<file path="config.mk">
export PLATFORM = sky130hd
export DESIGN_NAME = multih_top
export DESIGN_NICKNAME = d
export VERILOG_FILES = /design/src/rtl/dmd_bus_pkg.sv /design/src/rtl/dmd_dac_pkg.sv /design/src/rtl/axil_reg_fsm.sv /design/src/rtl/dac_channel.sv /design/src/rtl/multih_top.sv /design/src/rtl/reset_stretch.sv
export SDC_FILE = /design/constraint.sdc
export NUM_CORES = 1
export LEC_CHECK = 0
export ABC_CLOCK_PERIOD_IN_PS = 4700
export BUFFER_PORTS_ARGS = -buffer_cell sky130_fd_sc_hd__buf_2
export CORE_MARGIN = 5
export CORE_UTILIZATION = 41
export CTS_BUF_LIST = sky130_fd_sc_hd__clkbuf_8
export DETAILED_ROUTE_END_ITERATION = 10
export PLACE_DENSITY_LB_ADDON = 0.12
export SETUP_SLACK_MARGIN = 0.02
export SYNTH_ARGS = -nofsm -noshare
export SYNTH_HDL_FRONTEND = slang
export SYNTH_SLANG_ARGS = --single-unit
</file>
<file path="constraint.sdc">
create_clock -name ck933_i -period 4.7 [get_ports ck933_i]
set_input_delay 1.175 -clock ck933_i [delete_from_list [all_inputs] [get_ports ck933_i]]
set_output_delay 1.175 -clock ck933_i [all_outputs]
set_load 0.01 [all_outputs]
</file>
<file path="src/rtl/dmd_bus_pkg.sv">
//**********************************************************
// Register bus definitions for the demodulator core
// AXI4-Lite request and response structs, register map,
// version word and response codes
//**********************************************************
`default_nettype none

package dmd_bus_pkg;

  // Bus geometry
  localparam int ADDR_W = 12;
  localparam int DATA_W = 16;
  localparam int STRB_W = DATA_W / 8;

  //**********************************************************
  // Register map
  //**********************************************************
  localparam logic [ADDR_W-1:0] ADDR_VERSION  = 12'h000;  // Read only
  localparam logic [ADDR_W-1:0] ADDR_RESET    = 12'h004;  // Write triggers soft reset
  localparam logic [ADDR_W-1:0] ADDR_DAC_CTRL = 12'h008;  // DAC select word

  localparam logic [DATA_W-1:0] VER_NUMBER = 16'h0079;

  // AXI response codes
  localparam logic [1:0] RESP_OKAY   = 2'b00;
  localparam logic [1:0] RESP_SLVERR = 2'b10;

  // Master driven side
  typedef struct packed {
    logic              awvalid;
    logic [ADDR_W-1:0] awaddr;
    logic              wvalid;
    logic [DATA_W-1:0] wdata;
    logic [STRB_W-1:0] wstrb;
    logic              bready;
    logic              arvalid;
    logic [ADDR_W-1:0] araddr;
    logic              rready;
  } axil_req_t;

  // Slave driven side
  typedef struct packed {
    logic              awready;
    logic              wready;
    logic              bvalid;
    logic [1:0]        bresp;
    logic              arready;
    logic              rvalid;
    logic [DATA_W-1:0] rdata;
    logic [1:0]        rresp;
  } axil_rsp_t;

endpackage

`default_nettype wire

</file>
<file path="src/rtl/dmd_dac_pkg.sv">
//**********************************************************
// DAC output path definitions
// Sample struct, select codes, control word union,
// datapath widths and core reset length
//**********************************************************
`default_nettype none

package dmd_dac_pkg;

  localparam int SAMPLE_W = 18;  // Trellis sample
  localparam int DAC_W    = 14;  // DAC converter word
  localparam int SEL_W    = 4;
  localparam int CTRL_W   = 4 * SEL_W;

  // Core reset length in clocks
  localparam int RESET_STRETCH = 6;
  localparam int STRETCH_CNT_W = $clog2(RESET_STRETCH + 1);

  //**********************************************************
  // Trellis select codes
  //**********************************************************
  // Any other code picks the external word
  localparam logic [SEL_W-1:0] DAC_SEL_TRELLIS_I     = 4'd8;
  localparam logic [SEL_W-1:0] DAC_SEL_TRELLIS_Q     = 4'd9;
  localparam logic [SEL_W-1:0] DAC_SEL_TRELLIS_PHERR = 4'd10;
  localparam logic [SEL_W-1:0] DAC_SEL_TRELLIS_INDEX = 4'd11;

  // Trellis sample with its strobe
  typedef struct packed {
    logic                sync;
    logic [SAMPLE_W-1:0] data;
  } dac_sample_t;

  // Select fields with dac0 in the low nibble
  typedef struct packed {
    logic [SEL_W-1:0] spare;
    logic [SEL_W-1:0] dac2_sel;
    logic [SEL_W-1:0] dac1_sel;
    logic [SEL_W-1:0] dac0_sel;
  } dac_sel_fields_t;

  // Written as a bus word, read as fields by the channels
  typedef union packed {
    logic [CTRL_W-1:0] raw;
    dac_sel_fields_t   fields;
  } dac_ctrl_u;

endpackage

`default_nettype wire

</file>
<file path="src/rtl/axil_reg_fsm.sv">
//**********************************************************
// AXI4-Lite register slave
// Version word, soft reset trigger and DAC control word
// behind a three state handshake FSM
//**********************************************************
`default_nettype none

module axil_reg_fsm
  import dmd_bus_pkg::*;
  import dmd_dac_pkg::*;
(
  input  wire logic      ck933_i,
  input  wire logic      rs_i,
  input  wire logic      core_rst_i,
  input  wire axil_req_t axil_req_i,
  output axil_rsp_t      axil_rsp_o,
  output logic           soft_rst_o,
  output dac_ctrl_u      dac_ctrl_o
);

  typedef enum logic [1:0] {
    ST_IDLE,
    ST_WRITE_RESP,
    ST_READ_RESP
  } state_t;

  state_t            state_q;
  logic              idle;
  logic              wr_present;
  logic              wr_go;
  logic              rd_go;
  logic              ctrl_wr;
  logic [1:0]        wr_resp;
  logic [1:0]        rd_resp;
  logic [DATA_W-1:0] rd_data;
  logic [1:0]        bresp_q;
  logic [1:0]        rresp_q;
  logic [DATA_W-1:0] rdata_q;
  dac_ctrl_u         ctrl_q;

  //**********************************************************
  // Handshake decode
  //**********************************************************
  assign idle       = (state_q == ST_IDLE);
  assign wr_present = axil_req_i.awvalid || axil_req_i.wvalid;  // Writes win over reads
  assign wr_go      = idle && axil_req_i.awvalid && axil_req_i.wvalid;
  assign rd_go      = idle && axil_req_i.arvalid && !wr_present;

  assign soft_rst_o = wr_go && (axil_req_i.awaddr == ADDR_RESET);
  assign ctrl_wr    = wr_go && (axil_req_i.awaddr == ADDR_DAC_CTRL);

  // Write address check
  always_comb begin
    case (axil_req_i.awaddr)
      ADDR_RESET,
      ADDR_DAC_CTRL: wr_resp = RESP_OKAY;
      default:       wr_resp = RESP_SLVERR;
    endcase
  end

  // Read mux where unmapped space reads as zero
  always_comb begin
    case (axil_req_i.araddr)
      ADDR_VERSION: begin
        rd_data = VER_NUMBER;
        rd_resp = RESP_OKAY;
      end
      ADDR_DAC_CTRL: begin
        rd_data = ctrl_q.raw;
        rd_resp = RESP_OKAY;
      end
      default: begin
        rd_data = '0;
        rd_resp = RESP_SLVERR;
      end
    endcase
  end

  //**********************************************************
  // State machine
  //**********************************************************
  always_ff @(posedge ck933_i or posedge rs_i) begin
    if (rs_i) begin
      state_q <= ST_IDLE;
    end else begin
      case (state_q)
        ST_IDLE: begin
          if (wr_go) state_q <= ST_WRITE_RESP;
          else if (rd_go) state_q <= ST_READ_RESP;
        end
        ST_WRITE_RESP: if (axil_req_i.bready) state_q <= ST_IDLE;  // Hold until taken
        ST_READ_RESP:  if (axil_req_i.rready) state_q <= ST_IDLE;
        default:       state_q <= ST_IDLE;
      endcase
    end
  end

  // Response payload captured at accept
  always_ff @(posedge ck933_i) begin
    if (wr_go) bresp_q <= wr_resp;
    if (rd_go) begin
      rdata_q <= rd_data;
      rresp_q <= rd_resp;
    end
  end

  // DAC control word with byte strobes
  always_ff @(posedge ck933_i or posedge rs_i) begin
    if (rs_i) begin
      ctrl_q.raw <= '0;
    end else if (core_rst_i) begin
      ctrl_q.raw <= '0;
    end else if (ctrl_wr) begin
      for (int b = 0; b < STRB_W; b++) begin
        if (axil_req_i.wstrb[b]) ctrl_q.raw[8*b +: 8] <= axil_req_i.wdata[8*b +: 8];
      end
    end
  end

  assign dac_ctrl_o = ctrl_q;

  assign axil_rsp_o.awready = idle;
  assign axil_rsp_o.wready  = idle;
  assign axil_rsp_o.arready = idle && !wr_present;
  assign axil_rsp_o.bvalid  = (state_q == ST_WRITE_RESP);
  assign axil_rsp_o.bresp   = bresp_q;
  assign axil_rsp_o.rvalid  = (state_q == ST_READ_RESP);
  assign axil_rsp_o.rdata   = rdata_q;
  assign axil_rsp_o.rresp   = rresp_q;

endmodule

`default_nettype wire

</file>
<file path="src/rtl/dac_channel.sv">
//**********************************************************
// One DAC output channel
// Source select, offset binary formatting and the
// sync enabled output register
//**********************************************************
`default_nettype none

module dac_channel
  import dmd_dac_pkg::*;
(
  input  wire logic             ck933_i,
  input  wire logic             rs_i,
  input  wire logic             core_rst_i,
  input  wire logic [SEL_W-1:0] sel_i,
  input  wire dac_sample_t      trellis_i,
  input  wire logic [DAC_W-1:0] ext_data_i,
  output logic      [DAC_W-1:0] dac_d_o
);

  logic             use_trellis;
  dac_sample_t      src;
  dac_sample_t      s1_q;
  logic [DAC_W-1:0] fmt;
  logic [DAC_W-1:0] dac_q;

  always_comb begin
    case (sel_i)
      DAC_SEL_TRELLIS_I,
      DAC_SEL_TRELLIS_Q,
      DAC_SEL_TRELLIS_PHERR,
      DAC_SEL_TRELLIS_INDEX: use_trellis = 1'b1;
      default:               use_trellis = 1'b0;
    endcase
  end

  // External word always counts as synced
  assign src = use_trellis ? trellis_i :
               '{sync: 1'b1, data: {{(SAMPLE_W-DAC_W){1'b0}}, ext_data_i}};

  // Upper bits from two's complement to offset binary
  assign fmt = {~s1_q.data[SAMPLE_W-1], s1_q.data[SAMPLE_W-2 -: DAC_W-1]};

  always_ff @(posedge ck933_i or posedge rs_i) begin
    if (rs_i) begin
      s1_q  <= '0;
      dac_q <= '0;
    end else if (core_rst_i) begin
      s1_q  <= '0;
      dac_q <= '0;
    end else begin
      s1_q <= src;                   // Every clock
      if (s1_q.sync) dac_q <= fmt;   // Only on sync
    end
  end

  assign dac_d_o = dac_q;

endmodule

`default_nettype wire

</file>
<file path="src/rtl/multih_top.sv">
//**********************************************************
// Demodulator register core and DAC output path
// AXI4-Lite slave, core reset timer and three DAC channels
//**********************************************************
`default_nettype none

module multih_top
  import dmd_bus_pkg::*;
  import dmd_dac_pkg::*;
(
  input  wire logic                  ck933_i,
  input  wire logic                  rs_i,
  input  wire axil_req_t             axil_req_i,
  output axil_rsp_t                  axil_rsp_o,
  input  wire dac_sample_t [2:0]     trellis_i,
  input  wire logic [2:0][DAC_W-1:0] ext_data_i,
  output logic      [2:0][DAC_W-1:0] dac_d_o,
  output logic                       dac_rst_o
);

  logic      soft_rst;
  logic      core_rst;
  dac_ctrl_u dac_ctrl;

  //**********************************************************
  // Register slave and reset timer
  //**********************************************************
  axil_reg_fsm u_regs (
    .ck933_i    (ck933_i),
    .rs_i       (rs_i),
    .core_rst_i (core_rst),
    .axil_req_i (axil_req_i),
    .axil_rsp_o (axil_rsp_o),
    .soft_rst_o (soft_rst),
    .dac_ctrl_o (dac_ctrl)
  );

  reset_stretch u_rst_stretch (
    .ck933_i    (ck933_i),
    .rs_i       (rs_i),
    .soft_rst_i (soft_rst),
    .core_rst_o (core_rst)
  );

  assign dac_rst_o = core_rst;  // Converter reset follows the core

  //**********************************************************
  // DAC channels
  //**********************************************************
  dac_channel u_dac0 (
    .ck933_i    (ck933_i),
    .rs_i       (rs_i),
    .core_rst_i (core_rst),
    .sel_i      (dac_ctrl.fields.dac0_sel),
    .trellis_i  (trellis_i[0]),
    .ext_data_i (ext_data_i[0]),
    .dac_d_o    (dac_d_o[0])
  );

  dac_channel u_dac1 (
    .ck933_i    (ck933_i),
    .rs_i       (rs_i),
    .core_rst_i (core_rst),
    .sel_i      (dac_ctrl.fields.dac1_sel),
    .trellis_i  (trellis_i[1]),
    .ext_data_i (ext_data_i[1]),
    .dac_d_o    (dac_d_o[1])
  );

  dac_channel u_dac2 (
    .ck933_i    (ck933_i),
    .rs_i       (rs_i),
    .core_rst_i (core_rst),
    .sel_i      (dac_ctrl.fields.dac2_sel),
    .trellis_i  (trellis_i[2]),
    .ext_data_i (ext_data_i[2]),
    .dac_d_o    (dac_d_o[2])
  );

endmodule

`default_nettype wire

</file>
<file path="src/rtl/reset_stretch.sv">
//**********************************************************
// Soft reset stretcher
// Turns a one clock request into a fixed length core reset
//**********************************************************
`default_nettype none

module reset_stretch
  import dmd_dac_pkg::*;
(
  input  wire logic ck933_i,
  input  wire logic rs_i,
  input  wire logic soft_rst_i,
  output logic      core_rst_o
);

  logic [STRETCH_CNT_W-1:0] cnt_q;

  // A new request during the stretch restarts the count
  always_ff @(posedge ck933_i or posedge rs_i) begin
    if (rs_i) begin
      cnt_q <= '0;
    end else if (soft_rst_i) begin
      cnt_q <= STRETCH_CNT_W'(RESET_STRETCH);
    end else if (cnt_q != '0) begin
      cnt_q <= cnt_q - 1'b1;
    end
  end

  assign core_rst_o = (cnt_q != '0);  // High while counting down

endmodule

`default_nettype wire

</file>
After elaboration in Yosys (flattened, before gate mapping). Cells that the tools add are included.

Output and inout bits: 68. Logic and storage cells: 96. Bits of input ports: 148. Flip-flop bits (word level): 140.

Equality and inequality tests: 20. Multiplexer cells: 29. Reductions and logical operators: 27. Bitwise logic cells: 3. $add $sub $neg: 1.

Operators by type and width (count): $mux 19 (6); $mux 14 (6); $eq 4x4->1 const B (12); $mux 16 (2); $pmux 16 s2 (1); $eq 12x4->1 const B (2); $mux 8 (2); $reduce_bool 2->1 (7); $eq 12x3->1 const B (1); $logic_not 12->1 (1); $mux 2 (6); $reduce_or 4->1 (3); $logic_and 1x1->1 (7); $mux 3 (2); $pmux 2 s3 (1); $ne 2x2->1 const B (2); $reduce_and 2->1 (2); $reduce_or 2->1 (2); $mux 1 (3); $ne 3x3->1 const B (1); $not 1->1 (3); $reduce_and 3->1 (1); $reduce_bool 3->1 (1); $sub 3x1->3 const B (1); other kinds (5) (5).

Depth between registers and ports, before layout.
Word-level depth: 6. Mapped depth: 8. Gate-level depth less buffers: 7.

By module. A second synthesis with hierarchy kept.

Cells, all modules: 485. Area total of the unflattened synthesis: 5771.8 um^2.

Modules (own cells, without submodules): dac_channel (seq. area each 725.7 um^2, cells an instance 106, instances 3, area each 1305.0 um^2); axil_reg_fsm (seq. area each 991.0 um^2, cells an instance 149, instances 1, area each 1669.1 um^2); reset_stretch (seq. area each 75.1 um^2, cells an instance 18, instances 1, area each 187.7 um^2).

Least setup slack after synthesis. OpenSTA, ideal clock, no wires.

Path kind: input-to-output. Start: input axil_req_i[46] (netlist bit). End: output axil_rsp_o[19] (netlist bit). Path slack: 1.903 ns. Buffers on the path: 0. Stages: 1. Data arrival time: 1.622 ns. Data required time: 3.525 ns. Path through: nor4_1.

Word-level cells in the longest chain between the ends: 3.

Ends and longest elaborated chain: start, declared (line multih_top.sv:13) `input wire axil_req_t axil_req_i,`; $logic_or 1x1->1 (line axil_reg_fsm.sv:45) `assign wr_present = axil_req_i.awvalid || axil_req_i.wvalid;`; $logic_not 1->1 (line axil_reg_fsm.sv:124) `assign axil_rsp_o.arready = idle && !wr_present;`; $logic_and 1x1->1 (line axil_reg_fsm.sv:124); end, declared (line multih_top.sv:14) `output axil_rsp_t axil_rsp_o,`.

No other way between the ends.

==> flow_metrics.env <==
export IMPL_yosys_top_cells_area="dfrtp_1 (52%), edfxtp_1 (10%), mux2i_1 (8.2%)"
export IMPL_synthXorXnorAreaFrac_pct=0.170
export IMPL_crit_path_max_incr_delay_ns=0.26
export IMPL_die_x_um=122
export IMPL_final_nets=805
export IMPL_antenna_left=0
export IMPL_r2r_start="u_rst_stretch.cnt_q[0]"
export IMPL_p_leak_uw=0.00327
export IMPL_grt_pass1_vias=3988
export IMPL_syn_area_per_cell_um2=10.9
export IMPL_yosys_area_share_simple_pct=16.2
export IMPL_gp_congestion=0.764
export IMPL_first_iter_violations=283
export IMPL_synth_top_family_by_area="simple AND/OR/NAND/NOR gates"
export IMPL_synthAdderAreaFrac_pct=0.485
export IMPL_io_buffers=189
export IMPL_drv_slew=0
export IMPL_clockBufferDepth=2
export IMPL_drc=0
export IMPL_wl_per_cell_um=14.6
export IMPL_rows=41
export IMPL_track_usage_pct=17.1
export IMPL_syn_area_um2=5160
export IMPL_synth_cells=475
export IMPL_wirelength_mm=12.3
export IMPL_worst_ep_arrival_time_ns=1.73
export IMPL_fin_util_pct=52.3
export IMPL_die_area_um2=14900
export IMPL_start_kind="input pin"
export IMPL_layout_commonest_cell="buf_2"
export IMPL_ys_seq_elements=126
export IMPL_first_pass_iters=4
export IMPL_skew_ns=0.00925
export IMPL_endpoint="axil_rsp_o[19]"
export IMPL_synth_mux_area_share_pct=8.15
export IMPL_clk_pin_slew_ns=0.07
export IMPL_synth_top_cell_area_share_pct=52.4
export IMPL_peakVddDrop_mv=0.168
export IMPL_cts_buffers=17
export IMPL_worst_endpoint_required_ns=3.52
export IMPL_grt_max_degree=94
export IMPL_status="complete, no violations"
export IMPL_min_period_over_period_pct=61.8
export IMPL_period_needed_ns=2.90
export IMPL_startpoint="axil_req_i[46]"
export IMPL_rsz0062_at_grt="false"
export IMPL_slowest_stage="nor4_1"
export IMPL_max_freq_ghz=0.344
export IMPL_synth_compound_gate_area_share_pct=7.28
export IMPL_cts_tree="built"
export IMPL_synth_cell_types=33
export IMPL_crit_chain="buf_2 > nor4_1 > buf_2"
export IMPL_r2r_end="u_rst_stretch.cnt_q[1]"
export IMPL_viasPerCell=4.70
export IMPL_insertion_delay_ns=0.43
export IMPL_gr_total_overflow=0
export IMPL_postCtsHoldBufs=0
export IMPL_hold_viol=0
export IMPL_cp_end_kind="output pin"
export IMPL_max_cap_viol_count=0
export IMPL_setup_viol=0
export IMPL_htreeDepth=4
export IMPL_cpMostUsedCell="buf_2"
export IMPL_syn2layout_area_growth_pct=26.4
export IMPL_antennaDiodeCount=0
export IMPL_relSlewSlack_pct=26.9
export IMPL_antenna_found_initial=0
export IMPL_rrSetupSlack_ns=2.76
export IMPL_postCtsSetupBuffers=0
export IMPL_place_hpwl_mm=8.64
export IMPL_crit_type="in -> out"
export IMPL_cts_root_buf="clkbuf_8"
export IMPL_grt_pass1_wl_mm=19.5
export IMPL_start_util_pct=41.4
export IMPL_yosys_warnings=0
export IMPL_final_cell_mix="buf_2 (189), dfrtp_1 (108), nand2_1 (67)"
export IMPL_cp_max_fo=2
export IMPL_whs_ns=0.489
export IMPL_p_total_uw=2590
export IMPL_tightest_slew_ns=1.09
export IMPL_r2r_cells=8
export IMPL_power_density_nw_per_um2=397
export IMPL_io_pins=216
export IMPL_core_area_um2=12500
export IMPL_num_vias=3936
export IMPL_cts_sinks=126
export IMPL_netlist_top_cell_by_area="dfrtp_1"
export IMPL_drive_above_1_share_pct=34.4
export IMPL_tns_ns=0
export IMPL_synth_seq_area_share_pct=62.9
export IMPL_die_y_um=122
export IMPL_hold_path_class="reg -> reg"
export IMPL_post_cts_resized=0
==> stage by stage <==
step	instance area, um2	cells	setup WS, ns
after floorplan	5160	476	0.679
after global placement	6170	808	1.81
after detailed placement	6170	808	1.78
after CTS	6520	838	1.78
after global routing	6520	838	1.70
final	6520	838	1.80
==> state kept, by name, summed over array words and instances (netlist names) <==
register,count
u_regs.dac_ctrl_o,16
u_regs.rdata_q,16
u_dac0.dac_d_o,14
u_dac1.dac_d_o,14
u_dac2.dac_d_o,14
u_dac0.fmt,13
u_dac1.fmt,13
u_dac2.fmt,13
u_rst_stretch.cnt_q,3
u_dac0.s1_q,2
u_dac1.s1_q,2
u_dac2.s1_q,2
u_regs.state_q,2
u_regs.bresp_q,1
u_regs.rresp_q,1
==> Yosys cell counts <==
| master | n |
|---|---|
| dfrtp_1 | 108 |
| nand2_1 | 67 |
| a21oi_1 | 53 |
| nor2_1 | 52 |
| mux2i_1 | 42 |
| edfxtp_1 | 18 |
| nand3_1 | 17 |
| o21ai_0 | 17 |
| inv_1 | 16 |
| clkbuf_1 | 15 |
| and2_1 | 14 |
| and3_1 | 12 |
| buf_1 | 5 |
| nor2b_1 | 5 |
| buf_2 | 4 |
| buf_4 | 4 |
| buf_6 | 3 |
| nor4_1 | 3 |
| and2b_2 | 2 |
| ha_1 | 2 |
| nand2b_1 | 2 |
| nor3_1 | 2 |
| nor4_2 | 2 |
| a21o_1 | 1 |
| a21o_2 | 1 |
| and4_1 | 1 |
| and4bb_2 | 1 |
| buf_12 | 1 |
| clkbuf_2 | 1 |
| conb_1 | 1 |
| nand4_1 | 1 |
| o2111ai_1 | 1 |
| xnor2_1 | 1 |
==> layout make-up <==
cell class                      instances  area (um2)
Fill cell                            1220        5940
Tap cell                              172         215
Sequential cell                       126        3240
Clock inverter                         10        75.1
Timing Repair Buffer                  193         976
Inverter                               16        62.6
Multi-Input combinational cell        301        1670
Clock buffer                           20         275
==> power by group <==
part / internal (uW) / switching, uW / total [uW] / leakage, uW
Clock: 444 / 391 / 835 / 0.000192
Sequential: 1200 / 110 / 1310 / 0.00165
Combinational: 193 / 253 / 446 / 0.00143
==> critical path, delay by kind of cell <==
family / cells / cell delay, ns
AND/OR/NAND/NOR: 1 / 0.26
buffers and inverters: 2 / 0.29
==> per-layer routing <==
layer | global-route usage (%) | vias up | part of all wire, %
met1 | 21.3 | 1862 | 43
met4 | 6.58 | 0 | 1.6
met2 | 27.7 | 125 | 48
met3 | 5.62 | 15 | 7.2
met5 | 0 | - | 0
li1 | - | 1934 | -
==> cells by family (layout without fill, tap and decap cells) <==
group	after synthesis	count (layout)
adder cells (fa/ha/maj)	2	2
buffers and inverters	49	239
flip-flops	126	126
XOR/XNOR	1	1
AND/OR/NAND/NOR	181	181
AO/OA/AOI/OAI	73	73
multiplexers	42	42
other	1	2
==> worst min-delay path by stage <==
stage          slack [ns]  depth (start not counted)      startpoint                  to
6_report             0.49                          2  u_dac0.fmt[11]  u_dac0.dac_d_o[11]
5_1_grt              0.52                          2   u_dac0.fmt[2]   u_dac0.dac_d_o[2]
4_1_cts              0.50                          2  u_dac1.fmt[11]  u_dac1.dac_d_o[11]
3_5_place_dp         0.48                          2  u_dac1.fmt[11]  u_dac1.dac_d_o[11]
3_3_place_gp         0.47                          2   u_dac0.fmt[2]   u_dac0.dac_d_o[2]
2_1_floorplan        0.47                          2   u_dac0.fmt[0]   u_dac0.dac_d_o[0]
Note: power is estimated with default switching activity, not from simulation.
